`config.mk`:
```
export PLATFORM = sky130hd
export DESIGN_NAME = iqueue
export DESIGN_NICKNAME = d
export VERILOG_FILES = /design/src/logic/frontend_pkg.sv /design/src/logic/iqueue.sv
export SDC_FILE = /design/constraint.sdc
export NUM_CORES = 1
export LEC_CHECK = 0
export BUFFER_PORTS_ARGS = -buffer_cell sky130_fd_sc_hd__buf_2
export CORE_UTILIZATION = 45
export DETAILED_ROUTE_END_ITERATION = 12
export PLACE_DENSITY = 0.67
export REMOVE_ABC_BUFFERS = 1
export SLEW_MARGIN = 10
export SYNTH_ARGS = -nofsm -noshare
export SYNTH_HDL_FRONTEND = slang
export SYNTH_SLANG_ARGS = --single-unit
```
`constraint.sdc`:
```
create_clock -name CLK -period 3.8 [get_ports CLK]
set_input_delay 0.19 -clock CLK [delete_from_list [all_inputs] [get_ports CLK]]
set_output_delay 0.19 -clock CLK [all_outputs]
set_load 0.03 [all_outputs]
```
`src/logic/frontend_pkg.sv`:
```
// shared widths, bus structs and fetch-word types for the fetch front end; compile it first.
`default_nettype none

package frontend_pkg;

	localparam int XLEN = 64; // address and fetch-word width.
	localparam int INSTR_W = 32; // one instruction.
	localparam logic [XLEN-1:0] BOOT_PC = '0; // first fetch after reset.

	localparam int MEM_WORDS = 64; // imem depth in double-words.
	localparam int MEM_AW = 6; // word index, taken from addr[8:3].

	localparam int IQ_DEPTH = 4; // fetch entries in the queue.
	localparam int IQ_PW = 2; // queue pointer width.
	localparam int IQ_CW = 3; // queue count width, holds 0..IQ_DEPTH.
	// keep one slot free for the word still in flight on the bus.
	localparam logic [IQ_CW-1:0] IQ_FILL_MAX = IQ_CW'(IQ_DEPTH - 2);

	// fetch request toward imem.
	typedef struct packed {
		logic valid;
		logic kill; // drops the answer still pending.
		logic [XLEN-1:0] addr; // always double-word aligned.
	} bus_req_t;

	// read answer from imem.
	typedef struct packed {
		logic valid;
		logic [XLEN-1:0] data;
	} bus_rsp_t;

	// one fetched double-word, seen whole or as two instructions.
	typedef union packed {
		logic [XLEN-1:0] dword;
		struct packed {
			logic [INSTR_W-1:0] hi; // addr + 4.
			logic [INSTR_W-1:0] lo; // lower address.
		} half;
	} fetch_word_u;

	typedef struct packed {
		logic [XLEN-1:0] addr; // unaligned fetch address, bit 2 picks start half.
		fetch_word_u word;
	} iq_entry_t;

	typedef struct packed {
		logic [XLEN-1:0] pc;
		logic [INSTR_W-1:0] instr;
	} dec_out_t;

endpackage

`default_nettype wire

```
`src/logic/iqueue.sv`:
```
// fetch queue; buffers double-words and hands them to decode one 32-bit instruction at a time.
`default_nettype none
`timescale 1ns/1ns

module iqueue (
	input wire logic CLK,
	input wire logic rst_n,
	input wire logic flush, // empties the queue.
	input wire logic iq_valid,
	input wire logic dec_ready,
	input wire frontend_pkg::iq_entry_t iq_in,
	output logic iq_ready,
	output logic dec_valid,
	output frontend_pkg::dec_out_t dec_out
);

	frontend_pkg::iq_entry_t fifo [frontend_pkg::IQ_DEPTH]; // payload only.
	frontend_pkg::iq_entry_t head;
	logic [frontend_pkg::IQ_PW-1:0] wr_ptr;
	logic [frontend_pkg::IQ_PW-1:0] rd_ptr;
	logic [frontend_pkg::IQ_CW-1:0] count;
	logic half_q; // low half of the head already sent.
	logic hi; // head half on offer now.
	logic push;
	logic take; // one instruction to decode.
	logic pop; // head fully consumed.

	assign head = fifo[rd_ptr];

	// an entry fetched at addr bit 2 set starts on its high half.
	assign hi = half_q | head.addr[2];

	assign dec_valid = (count != '0);
	assign iq_ready = (count <= frontend_pkg::IQ_FILL_MAX);

	assign push = iq_valid & iq_ready;
	assign take = dec_valid & dec_ready;
	assign pop = take & hi; // leave after the high half.

	// pc is the aligned address, plus 4 for the high half.
	assign dec_out = '{pc: {head.addr[frontend_pkg::XLEN-1:3], hi, 2'b00},
		instr: hi ? head.word.half.hi : head.word.half.lo};

	always_ff @(posedge CLK) begin
		if (push) fifo[wr_ptr] <= iq_in;
	end

	always_ff @(posedge CLK or negedge rst_n) begin
		if (!rst_n) begin
			wr_ptr <= '0;
			rd_ptr <= '0;
			count <= '0;
			half_q <= 1'b0;
		end else if (flush) begin
			wr_ptr <= '0; // a word landing in the flush cycle is dropped too.
			rd_ptr <= '0;
			count <= '0;
			half_q <= 1'b0;
		end else begin
			if (push) wr_ptr <= wr_ptr + 1'b1;
			if (pop) rd_ptr <= rd_ptr + 1'b1;

			if (pop) half_q <= 1'b0; // next head picks its own start half.
			else if (take) half_q <= 1'b1;

			case ({push, pop})
				2'b10: count <= count + 1'b1;
				2'b01: count <= count - 1'b1;
				default: count <= count; // none, or one in and one out.
			endcase
		end
	end

endmodule

`default_nettype wire

```
==> results of run 1 <==
## stage by stage
| step | cell area, µm² | utilization [%] |
|---|---|---|
| after global routing | 24700 | 56.9 |
| after detailed placement | 21900 | 50.3 |
| final | 24700 | 56.9 |
| after global placement | 21900 | 50.3 |
| after CTS | 24700 | 56.9 |
| after floorplan | 19700 | - |
## power by group
group          internal, µW  total [µW]  switching [µW]
sequential             7030        7230             199
clock                  2800        4800            2000
combinational          1710        4850            3140
total                 11500       16900            5340
## sequential cells by signal, indices dropped and copies added (netlist names)
register	flops
count	3
fifo	504
half_q	1
rd_ptr	2
wr_ptr	2
## layer usage
layer | global-route usage (%) | part of all wire (%) | vias to the layer above | wire, µm
li1 | - | - | 5038 | -
met1 | 21.5 | 40 | 5540 | 16400
met2 | 32.2 | 50 | 300 | 20600
met3 | 5.66 | 7.6 | 64 | 3120
met4 | 6.18 | 2.2 | 2 | 915
met5 | 0 | 0.032 | - | 13
## kinds of logic after synthesis
family / after synthesis / synth area share (%)
mux: 192 / 13.4
simple gates: 324 / 7.18
other cells: 1 / 0.0187
compound gates: 13 / 0.431
fa+ha+maj: 5 / 0.350
xor+xnor: 1 / 0.0437
flops: 512 / 76.6
buf+inv: 68 / 2.01
## cell type report
cell class	instances	area (µm²)	area share [%]
sequential	512	15300	62.0
multi-input combinational	537	4330	17.5
timing repair buffer	380	2720	11.0
clock buffer	62	1360	5.50
tap	585	732	2.96
clock inverter	26	225	0.910
inverter	4	22.5	0.0910
antenna	3	7.51	0.0303
## worst max-delay path, stage by stage, from the launching register on
cell                      delay (ns)
sky130_fd_sc_hd__dfrtp_4        0.62
sky130_fd_sc_hd__nor2b_1        0.19
sky130_fd_sc_hd__a22o_1         0.38
sky130_fd_sc_hd__inv_8          0.46
sky130_fd_sc_hd__buf_4          0.34
sky130_fd_sc_hd__mux2i_1        0.21
sky130_fd_sc_hd__and4_1         0.20
sky130_fd_sc_hd__buf_2          0.22
## Yosys cell counts, types with 2 or more instances
| master | n | area share (%) |
|---|---|---|
| sky130_fd_sc_hd__a21oi_1 | 4 | 0.10 |
| sky130_fd_sc_hd__and2_1 | 2 | 0.062 |
| sky130_fd_sc_hd__and3_1 | 4 | 0.12 |
| sky130_fd_sc_hd__and4_1 | 32 | 1.4 |
| sky130_fd_sc_hd__buf_1 | 2 | 0.037 |
| sky130_fd_sc_hd__buf_12 | 2 | 0.20 |
| sky130_fd_sc_hd__buf_2 | 10 | 0.25 |
| sky130_fd_sc_hd__buf_4 | 9 | 0.34 |
| sky130_fd_sc_hd__buf_6 | 4 | 0.22 |
| sky130_fd_sc_hd__buf_8 | 2 | 0.15 |
| sky130_fd_sc_hd__clkbuf_1 | 33 | 0.62 |
| sky130_fd_sc_hd__clkbuf_4 | 2 | 0.075 |
| sky130_fd_sc_hd__dfrtp_1 | 8 | 1.0 |
| sky130_fd_sc_hd__edfxtp_1 | 504 | 76 |
| sky130_fd_sc_hd__ha_1 | 4 | 0.25 |
| sky130_fd_sc_hd__inv_1 | 3 | 0.056 |
| sky130_fd_sc_hd__mux2i_1 | 130 | 6.5 |
| sky130_fd_sc_hd__mux4_2 | 61 | 6.9 |
| sky130_fd_sc_hd__nand2_1 | 5 | 0.094 |
| sky130_fd_sc_hd__nand2b_1 | 2 | 0.062 |
| sky130_fd_sc_hd__nand3_1 | 2 | 0.050 |
| sky130_fd_sc_hd__nand4_1 | 7 | 0.22 |
| sky130_fd_sc_hd__nor2_1 | 260 | 4.9 |
| sky130_fd_sc_hd__nor2b_1 | 5 | 0.16 |
| sky130_fd_sc_hd__nor3_1 | 2 | 0.050 |
| sky130_fd_sc_hd__o211ai_1 | 4 | 0.15 |
| sky130_fd_sc_hd__o21ai_0 | 2 | 0.050 |
| sky130_fd_sc_hd__or3_1 | 2 | 0.062 |
## path summary, 6_finish.rpt
kind                            from           to  slack (ns)
max                        rd_ptr[0]  dec_out[31]        0.27
min                         iq_valid    wr_ptr[1]        0.13
max reg2reg                rd_ptr[1]     count[2]        1.20
min reg2reg                wr_ptr[1]    wr_ptr[1]        0.58
max in group asynchronous      rst_n    rd_ptr[0]        2.86
min in group asynchronous      rst_n     count[1]        0.62
==> tab_implementation.tex, run 1 <==
\begin{tabular}{lr}
\hline
Metric & Value \\
\hline
\multicolumn{2}{l}{\textbf{Outcome}} \\
\quad Outcome & finished clean \\
\multicolumn{2}{l}{\textbf{Routing}} \\
\quad Vias & 10,944 \\
\quad ANT nets after route & 0 \\
\quad Iteration count of the initial detailed-routing pass & 5 \\
\quad Routed Wire Length & 41,100 µm \\
\quad Remaining design rule violation count & 0 \\
\quad Number of design-rule violations left by the first detailed-router iteration & 565 \\
\quad Detail-routed via count per cell & 5.19 \\
\quad Routed wire per std cell & 19.5 µm \\
\multicolumn{2}{l}{\textbf{Yosys}} \\
\quad Unique masters post-synth & 37 \\
\quad Post-synthesis async set-or-reset flop share & 1.56\% \\
\quad Synth Flop Type & sky130\_fd\_sc\_hd\_\_edfxtp\_1 \\
\quad Warning count from the yosys run & 0 \\
\quad Netlist area before placement & 0.0200 mm² \\
\quad Gate Count Post-Synth & 1,116 \\
\quad Mean instance size in the synthesized netlist & 17.9 µm² \\
\quad Register bit count reported by yosys & 512 \\
\quad Sequential element share of the synthesized area & 76.6\% \\
\quad EDFF count, synth & 504 \\
\multicolumn{2}{l}{\textbf{Setup path}} \\
\quad Crit Path Class & reg2out \\
\quad Crit path capture type & primary output \\
\quad Category of the worst setup path launch point & flop \\
\quad Req. time, crit path & 3.61 ns \\
\quad Worst reg-to-reg path cell count & 6 \\
\quad Arrival time at the worst endpoint & 3.34 ns \\
\quad Top fanout value on the critical path & 69 \\
\multicolumn{2}{l}{\textbf{Clock network}} \\
\quad Clock root buffer master & sky130\_fd\_sc\_hd\_\_clkbuf\_16 \\
\quad \# clock sinks & 512 \\
\quad TritonCTS clock tree & built \\
\quad \# resized after CTS & 0 \\
\quad Number of buffers inserted during clock tree synthesis & 53 \\
\quad CTS max path bufs & 3 \\
\quad Post-CTS Setup Bufs & 0 \\
\quad CTS Hold Bufs & 129 \\
\quad Clock slew at the register clock pins of the worst setup and hold paths & 0.06 ns \\
\quad Clock latency at the later pin of the worst-skew pair & 0.58 ns \\
\quad Count of H-tree levels built during CTS & 2 \\
\multicolumn{2}{l}{\textbf{Die}} \\
\quad Top-Level Pins & 231 \\
\quad Number of placement rows & 76 \\
\quad Initial cell density of the core & 46.1\% \\
\quad Floorplan core area & 0.0435 mm² \\
\quad Die outline area & 0.0454 mm² \\
\quad Die X & 213 µm \\
\quad Y dimension of the die & 213 µm \\
\multicolumn{2}{l}{\textbf{Pwr}} \\
\quad Post-route total power & 16,900 µW \\
\quad Total power per unit cell area & 682 mW/mm² \\
\quad Static Leak & 0.00894 µW \\
\quad Worst IR Drop VDD & 0.000635 V \\
\multicolumn{2}{l}{\textbf{Flow run}} \\
\quad Max capacitance violation total & 0 \\
\multicolumn{2}{l}{\textbf{Timing}} \\
\quad Final slew viol count & 0 \\
\quad Maximum clock frequency & 283 MHz \\
\quad Finish-stage setup viols & 0 \\
\quad Actual transition at the worst max-transition pin & 0.843 ns \\
\quad Worst Skew & 0.0121 ns \\
\quad Final clock period utilization by the worst path & 92.9\% \\
\quad Post-route worst setup slack & 0.269 ns \\
\quad Hold Slack & 0.126 ns \\
\quad Unrepaired setup endpoints after global routing & false \\
\quad Max transition margin & 43.8\% \\
\quad Sum of negative setup slack & 0 ns \\
\quad Endpoints failing hold & 0 \\
\quad Post-layout minimum cycle time & 3.53 ns \\
\multicolumn{2}{l}{\textbf{Finish}} \\
\quad Share of final-layout standard cells stronger than drive strength 1 & 25.5\% \\
\quad Commonest cells after routing, fill and taps aside & 504 x sky130\_fd\_sc\_hd\_\_edfxtp\_1, 260 x sky130\_fd\_sc\_hd\_\_nor2\_1, 226 x sky130\_fd\_sc\_hd\_\_buf\_2 \\
\quad Final Instance Count excl. Fillers & 2,109 \\
\quad Final net count & 1,626 \\
\quad Most frequent standard cell in the layout excluding fill and tap cells & sky130\_fd\_sc\_hd\_\_edfxtp\_1 \\
\quad Layout filler cell count & 3,345 \\
\quad P\&R area growth vs syn & 23.5\% \\
\multicolumn{2}{l}{\textbf{Placed design}} \\
\quad Cell count after placement & 1,889 \\
\quad Count of input and output buffers & 226 \\
\quad Pre-CTS setup slack & 0.872 ns \\
\quad Placed wire-length estimate after detailed placement & 23,100 µm \\
\quad Routability congestion estimate from global placement & 0.738 \\
\multicolumn{2}{l}{\textbf{GRT}} \\
\quad Total grt overflow & 0 \\
\quad Vias in the first global route & 11,552 \\
\quad First-pass GRT wire length & 63,100 µm \\
\quad GRT Total Usage & 18.5\% \\
\quad Antenna violations before repair & 4 \\
\quad Largest net degree at the start of global routing & 75 \\
\multicolumn{2}{l}{\textbf{Hold path}} \\
\quad Number of cells traversed by the worst hold path & 4 \\
\quad Hold Path Class & in2reg \\
\hline
\end{tabular}
(Power assumes the default switching activity.)
==> inputs of run 2 (changes only) <==
- CELL_PAD_IN_SITES_DETAIL_PLACEMENT: not set -> 1
- CELL_PAD_IN_SITES_GLOBAL_PLACEMENT: not set -> 2
- CORE_UTILIZATION: 45 -> 39
- PLACE_DENSITY: 0.67 -> 0.75
==> run 2 against run 1 <==
  * First-iteration DRC count shrank 13%
  * Register-to-register slack gained 0.16 ns
  * Clock-buffer cell count grew 5
  * Critical path depth is the same
  * Sequential power is essentially flat
  * Fmax grew 4.0%
  * Die area grew 15%
  * Critical path type unchanged
  * Critical endpoint is now dec_out[23]
  * Largest power group unchanged
==> tab_implementation.tex, run 2 (same netlist as run 1, synthesis figures left out) <==
\begin{tabular}{lr}
\hline
Metric & Value \\
\hline
\multicolumn{2}{l}{\textbf{GRT}} \\
\quad Total grt overflow & 0 \\
\quad Vias in the first global route & 12,291 \\
\quad First-pass GRT wire length & 69,000 µm \\
\quad Antenna violations before repair & 4 \\
\quad GRT Total Usage & 17.2\% \\
\quad Largest net degree at the start of global routing & 77 \\
\multicolumn{2}{l}{\textbf{Die}} \\
\quad Initial cell density of the core & 39.8\% \\
\quad Die X & 229 µm \\
\quad Number of placement rows & 82 \\
\quad Y dimension of the die & 229 µm \\
\quad Top-Level Pins & 231 \\
\quad Floorplan core area & 0.0504 mm² \\
\quad Die outline area & 0.0523 mm² \\
\multicolumn{2}{l}{\textbf{Clock network}} \\
\quad Post-CTS Setup Bufs & 0 \\
\quad Number of buffers inserted during clock tree synthesis & 54 \\
\quad Count of H-tree levels built during CTS & 2 \\
\quad Clock root buffer master & sky130\_fd\_sc\_hd\_\_clkbuf\_16 \\
\quad \# resized after CTS & 0 \\
\quad Clock latency at the later pin of the worst-skew pair & 0.58 ns \\
\quad Clock slew at the register clock pins of the worst setup and hold paths & 0.06 ns \\
\quad TritonCTS clock tree & built \\
\quad \# clock sinks & 512 \\
\quad CTS max path bufs & 3 \\
\multicolumn{2}{l}{\textbf{Setup path}} \\
\quad Cell with the most instances on the worst path & sky130\_fd\_sc\_hd\_\_mux2i\_1 \\
\quad Critical path buffer and inverter count & 3 \\
\quad Start of the worst register-to-register path & count[0] \\
\quad Cell family with the largest share of critical-path delay & buffers and inverters \\
\quad Master of the slowest instance on the critical path & sky130\_fd\_sc\_hd\_\_dfrtp\_4 \\
\quad Crit Path Class & reg2out \\
\quad Worst reg-to-reg path cell count & 6 \\
\quad First element of the critical path & rd\_ptr[1] \\
\quad Top fanout value on the critical path & 62 \\
\quad Arrival time at the worst endpoint & 3.21 ns \\
\quad Worst stage delay on the critical path & 0.53 ns \\
\quad CP Cell Sequence & mux2i\_1, a22o\_1, inv\_8, buf\_4, mux2i\_1, and4\_1, buf\_2 \\
\quad Req. time, crit path & 3.61 ns \\
\quad Worst path depth & 7 \\
\quad Category of the worst setup path launch point & flop \\
\quad Crit path capture type & primary output \\
\multicolumn{2}{l}{\textbf{Hold path}} \\
\quad Number of cells traversed by the worst hold path & 2 \\
\quad Hold Path Class & in2reg \\
\quad Worst Hold Launch & iq\_valid \\
\multicolumn{2}{l}{\textbf{Routing}} \\
\quad Detail-routed via count per cell & 4.97 \\
\quad Met1 routed wirelength after detailed routing & 17,400 µm \\
\quad Vias & 10,946 \\
\quad Remaining design rule violation count & 0 \\
\quad ANT nets after route & 0 \\
\quad Length of routed met3 wiring & 3040 µm \\
\quad Number of design-rule violations left by the first detailed-router iteration & 489 \\
\quad Routed wire per std cell & 20.2 µm \\
\quad Top layer used by detailed routing & met5 \\
\quad DR WL met2 & 23,300 µm \\
\quad Routed Wire Length & 44,400 µm \\
\quad Iteration count of the initial detailed-routing pass & 4 \\
\multicolumn{2}{l}{\textbf{Finish}} \\
\quad Reg with most FFs & fifo \\
\quad Most frequent standard cell in the layout excluding fill and tap cells & sky130\_fd\_sc\_hd\_\_edfxtp\_1 \\
\quad Non-Filler Cell Area, Final & 0.0249 mm² \\
\quad Commonest cells after routing, fill and taps aside & 504 x sky130\_fd\_sc\_hd\_\_edfxtp\_1, 260 x sky130\_fd\_sc\_hd\_\_nor2\_1, 226 x sky130\_fd\_sc\_hd\_\_buf\_2 \\
\quad Top Registers & fifo x504, count x3 \\
\quad Number of flip-flops under the largest register name & 504 \\
\quad P\&R area growth vs syn & 24.3\% \\
\quad Share of final-layout standard cells stronger than drive strength 1 & 25.7\% \\
\quad Final net count & 1,625 \\
\multicolumn{2}{l}{\textbf{Placed design}} \\
\quad Post-place instance area & 0.0220 mm² \\
\quad Placed wire-length estimate after detailed placement & 25,700 µm \\
\quad Count of input and output buffers & 226 \\
\quad Routability congestion estimate from global placement & 0.698 \\
\multicolumn{2}{l}{\textbf{Flow run}} \\
\quad Max capacitance violation total & 0 \\
\multicolumn{2}{l}{\textbf{Timing}} \\
\quad Post-layout minimum cycle time & 3.40 ns \\
\quad Unrepaired setup endpoints after global routing & false \\
\quad Actual transition at the worst max-transition pin & 0.940 ns \\
\quad Max transition margin & 37.3\% \\
\quad Finish-stage setup viols & 0 \\
\quad Worst Skew & 0.0149 ns \\
\quad Final clock period utilization by the worst path & 89.4\% \\
\quad Sum of negative setup slack & 0 ns \\
\quad Final slew viol count & 0 \\
\quad Maximum clock frequency & 294 MHz \\
\quad Endpoints failing hold & 0 \\
\multicolumn{2}{l}{\textbf{Pwr}} \\
\quad Switching power & 5440 µW \\
\quad Portion of total power attributed to combinational logic & 28.9\% \\
\quad Total internal power & 11,600 µW \\
\quad Static Leak & 0.00897 µW \\
\quad Worst IR Drop VDD & 0.000497 V \\
\quad Power share of the sequential group & 42.4\% \\
\quad Proportion of power drawn by the clock network & 28.7\% \\
\quad Total power per unit cell area & 683 mW/mm² \\
\quad Switching portion of total power & 32.0\% \\
\multicolumn{2}{l}{\textbf{Outcome}} \\
\quad Outcome & finished clean \\
\hline
\end{tabular}
-- run 2: final cells by class --
class	count	area, µm²
clock buffer	67	1420
antenna	4	10.0
timing repair buffer	378	2720
multi-input combinational	537	4330
sequential	512	15300
inverter	4	22.5
clock inverter	29	211
tap	672	841
fill	4841	25500
-- run 2: metal layers --
metal  vias up  GRT usage (%)
li1       5026              -
met1      5640           19.3
met5         -              0
met4         2           3.78
met2       227           31.7
met3        51           5.43
-- run 2: path summary, 6_finish.rpt --
kind	end	slack, ns
max in group asynchronous	rd_ptr[0]	2.83
hold reg to reg	wr_ptr[1]	0.62
hold / removal	fifo[0][30]	0.15
setup / recovery	dec_out[23]	0.40
setup reg to reg	count[2]	1.36
min in group asynchronous	wr_ptr[1]	0.63
-- run 2: what timing repair did --
| item | 4_1_cts | 5_1_grt |
|---|---|---|
| hold buffers | 129 | 0 |
| endpoints found under the setup margin | 0 | 0 |
| hold endpoints to repair | 516 | 0 |
-- run 2: per-stage QoR --
stage	util (%)	setup slack (ns)	std cells	total power, µW	hold slack [ns]
global route	49.4	0.219	2202	17800	0.110
global placement	43.6	1.01	1974	12100	0.0600
detailed placement	43.6	0.984	1974	12200	0.0591
finish	49.4	0.403	2203	17000	0.145
CTS	49.4	0.328	2199	17300	0.0916
floorplan	-	-1.44	1053	10700	-0.106
-- run 2: power groups by stage --
stage,logic [µW],clock network [µW],registers (µW)
finish,4910,4890,7210
global route,5280,5220,7270
floorplan,3250,0,7460
CTS,5030,5030,7210
global placement,4860,0,7280
detailed placement,4900,0,7330
==> inputs of run 3 (changes only) <==
- CELL_PAD_IN_SITES_DETAIL_PLACEMENT: 1 -> 2
==> run 3 against run 2 <==
  * Via count increased by 1.9%
  * First-iteration DRC count increased by 14%
  * Combinational power increased by 2%
  * Sequential share of layout area decreased by 0.24 points
  * Global-route usage increased by 2.9 points
  * Core utilization increased by 0.19 points
  * Non-clock buffer count unchanged
  * Register-to-register slack got worse by 0.08 ns
  * Clock skew decreased by 0.0046 ns
  * Flip-flop and latch count unchanged
==> tab_implementation.tex, run 3 (same netlist as run 1, synthesis figures left out) <==
\begin{tabular}{lr}
\hline
Metric & Value \\
\hline
\multicolumn{2}{l}{\textbf{Outcome}} \\
\quad Outcome & finished clean \\
\multicolumn{2}{l}{\textbf{Routing}} \\
\quad Iteration count of the initial detailed-routing pass & 4 \\
\quad Number of design-rule violations left by the first detailed-router iteration & 557 \\
\quad Routed wire per std cell & 23.5 µm \\
\quad Remaining design rule violation count & 0 \\
\quad Vias & 11,156 \\
\quad Detail-routed via count per cell & 5.07 \\
\quad ANT nets after route & 0 \\
\quad Routed Wire Length & 51,800 µm \\
\multicolumn{2}{l}{\textbf{Setup path}} \\
\quad Req. time, crit path & 3.61 ns \\
\quad Crit Reg-Reg Endpoint & count[2] \\
\quad Cell with the most instances on the worst path & sky130\_fd\_sc\_hd\_\_mux2i\_1 \\
\quad Worst reg-to-reg path cell count & 6 \\
\quad Worst stage delay on the critical path & 0.53 ns \\
\quad Master of the slowest instance on the critical path & sky130\_fd\_sc\_hd\_\_dfrtp\_4 \\
\quad Top fanout value on the critical path & 62 \\
\quad Arrival time at the worst endpoint & 3.30 ns \\
\quad Crit path capture type & primary output \\
\quad Start of the worst register-to-register path & count[0] \\
\quad CP Cell Sequence & mux2i\_1, a22o\_1, inv\_8, buf\_4, mux2i\_1, and4\_1, buf\_2 \\
\quad Crit Path Class & reg2out \\
\quad Category of the worst setup path launch point & flop \\
\quad Minimum setup slack among reg-to-reg paths & 1.28 ns \\
\multicolumn{2}{l}{\textbf{Die}} \\
\quad Die X & 229 µm \\
\quad Number of placement rows & 82 \\
\quad Die outline area & 0.0523 mm² \\
\quad Initial cell density of the core & 39.8\% \\
\quad Top-Level Pins & 231 \\
\quad Y dimension of the die & 229 µm \\
\quad Floorplan core area & 0.0504 mm² \\
\multicolumn{2}{l}{\textbf{Clock network}} \\
\quad TritonCTS clock tree & built \\
\quad Clock slew at the register clock pins of the worst setup and hold paths & 0.06 ns \\
\quad CTS max path bufs & 3 \\
\quad Number of buffers inserted during clock tree synthesis & 55 \\
\quad \# clock sinks & 512 \\
\quad Clock latency at the later pin of the worst-skew pair & 0.60 ns \\
\quad Clock root buffer master & sky130\_fd\_sc\_hd\_\_clkbuf\_16 \\
\quad Count of H-tree levels built during CTS & 2 \\
\multicolumn{2}{l}{\textbf{Finish}} \\
\quad Layout filler cell count & 4,575 \\
\quad P\&R area growth vs syn & 24.8\% \\
\quad Reg with most FFs & fifo \\
\quad Number of flip-flops under the largest register name & 504 \\
\quad Share of final-layout standard cells stronger than drive strength 1 & 25.8\% \\
\quad Final Instance Count excl. Fillers & 2,202 \\
\quad ANT cells & 0 \\
\quad Most frequent standard cell in the layout excluding fill and tap cells & sky130\_fd\_sc\_hd\_\_edfxtp\_1 \\
\quad Commonest cells after routing, fill and taps aside & 504 x sky130\_fd\_sc\_hd\_\_edfxtp\_1, 260 x sky130\_fd\_sc\_hd\_\_nor2\_1, 226 x sky130\_fd\_sc\_hd\_\_buf\_2 \\
\quad Top Registers & fifo x504, count x3 \\
\quad Final net count & 1,626 \\
\multicolumn{2}{l}{\textbf{Timing}} \\
\quad Actual transition at the worst max-transition pin & 0.941 ns \\
\quad Endpoints failing hold & 0 \\
\quad Maximum clock frequency & 287 MHz \\
\quad Worst Skew & 0.0103 ns \\
\quad Finish-stage setup viols & 0 \\
\quad Post-layout minimum cycle time & 3.49 ns \\
\quad Final slew viol count & 0 \\
\quad Unrepaired setup endpoints after global routing & false \\
\quad Final clock period utilization by the worst path & 91.7\% \\
\quad Max transition margin & 37.3\% \\
\quad Sum of negative setup slack & 0 ns \\
\multicolumn{2}{l}{\textbf{Placed design}} \\
\quad Placed wire-length estimate after detailed placement & 30,400 µm \\
\quad Count of input and output buffers & 226 \\
\quad Routability congestion estimate from global placement & 0.698 \\
\quad Cell count after placement & 1,974 \\
\multicolumn{2}{l}{\textbf{GRT}} \\
\quad First-pass GRT wire length & 79,500 µm \\
\quad GRT Total Usage & 20.1\% \\
\quad Largest net degree at the start of global routing & 77 \\
\quad Vias in the first global route & 12,881 \\
\quad Antenna violations before repair & 2 \\
\quad Total grt overflow & 0 \\
\multicolumn{2}{l}{\textbf{Hold path}} \\
\quad Worst Hold Endpoint & fifo[0][50] \\
\quad Hold Path Class & in2reg \\
\quad Worst Hold Launch & iq\_valid \\
\quad Number of cells traversed by the worst hold path & 2 \\
\multicolumn{2}{l}{\textbf{Pwr}} \\
\quad Static Leak & 0.00902 µW \\
\quad Worst IR Drop VDD & 0.000424 V \\
\quad Total power per unit cell area & 702 mW/mm² \\
\multicolumn{2}{l}{\textbf{Flow run}} \\
\quad Max capacitance violation total & 0 \\
\hline
\end{tabular}
run 3: power breakdown:
| part | total, µW | internal [µW] | leakage, µW | switching [µW] |
|---|---|---|---|---|
| clock | 5260 | 3070 | 0.000849 | 2190 |
| sequential | 7260 | 7030 | 0.00473 | 224 |
| combinational | 5020 | 1710 | 0.00344 | 3310 |
| total | 17500 | 11800 | 0.00902 | 5720 |
run 3: worst max path at each step:
| stage | from | end | slack [ns] |
|---|---|---|---|
| 2_1_floorplan | rd_ptr[0] | dec_out[0] | -1.44 |
| 3_3_place_gp | rd_ptr[0] | dec_out[42] | 1.01 |
| 3_5_place_dp | rd_ptr[1] | dec_out[23] | 0.94 |
| 4_1_cts | rd_ptr[1] | dec_out[20] | 0.26 |
| 5_1_grt | rd_ptr[1] | dec_out[20] | 0.15 |
| 6_report | rd_ptr[1] | dec_out[20] | 0.31 |
run 3: timing repair:
item,in CTS,in global routing
setup buffers,0,0
hold buffers,129,0
hold endpoints to repair,515,0
setup endpoints to repair,0,0
resized for setup,0,0
run 3: worst max-delay path: cells and delay by family (launching register included):
kind	cells	cell delay (ns)
AOI/OAI and AO/OA	1	0.41
DFF	1	0.53
and+or+nand+nor	1	0.21
muxes	2	0.39
buffers and inverters	3	1.03
run 3: stage by stage:
stage | cell area [µm²] | setup slack, ns | power, µW | hold slack (ns) | util [%]
after detailed placement | 22000 | 0.940 | 12300 | 0.0608 | 43.6
after global placement | 22000 | 1.01 | 12100 | 0.0600 | 43.6
after floorplan | 19700 | -1.44 | 10700 | -0.106 | -
after CTS | 25000 | 0.257 | 17700 | 0.0962 | 49.6
final | 25000 | 0.314 | 17500 | 0.137 | 49.6
after global routing | 25000 | 0.150 | 18200 | 0.120 | 49.6
run 3: layout make-up:
cell class                 count  area [µm²]  share of cell area [%]
inverter                       4        22.5                  0.0901
tap                          672         841                    3.36
multi-input combinational    537        4330                    17.3
sequential                   512       15300                    61.4
timing repair buffer         378        2720                    10.9
clock buffer                  70        1480                    5.90
clock inverter                29         264                    1.06
run 3: layer usage:
| layer | global-route usage (%) | share of wire (%) | vias to the layer above |
|---|---|---|---|
| met1 | 24.1 | 40 | 5785 |
| met4 | 5.08 | 1.9 | 4 |
| met5 | 0 | 0.060 | - |
| met2 | 36.0 | 52 | 265 |
| li1 | - | - | 5030 |
| met3 | 5.06 | 5.9 | 72 |
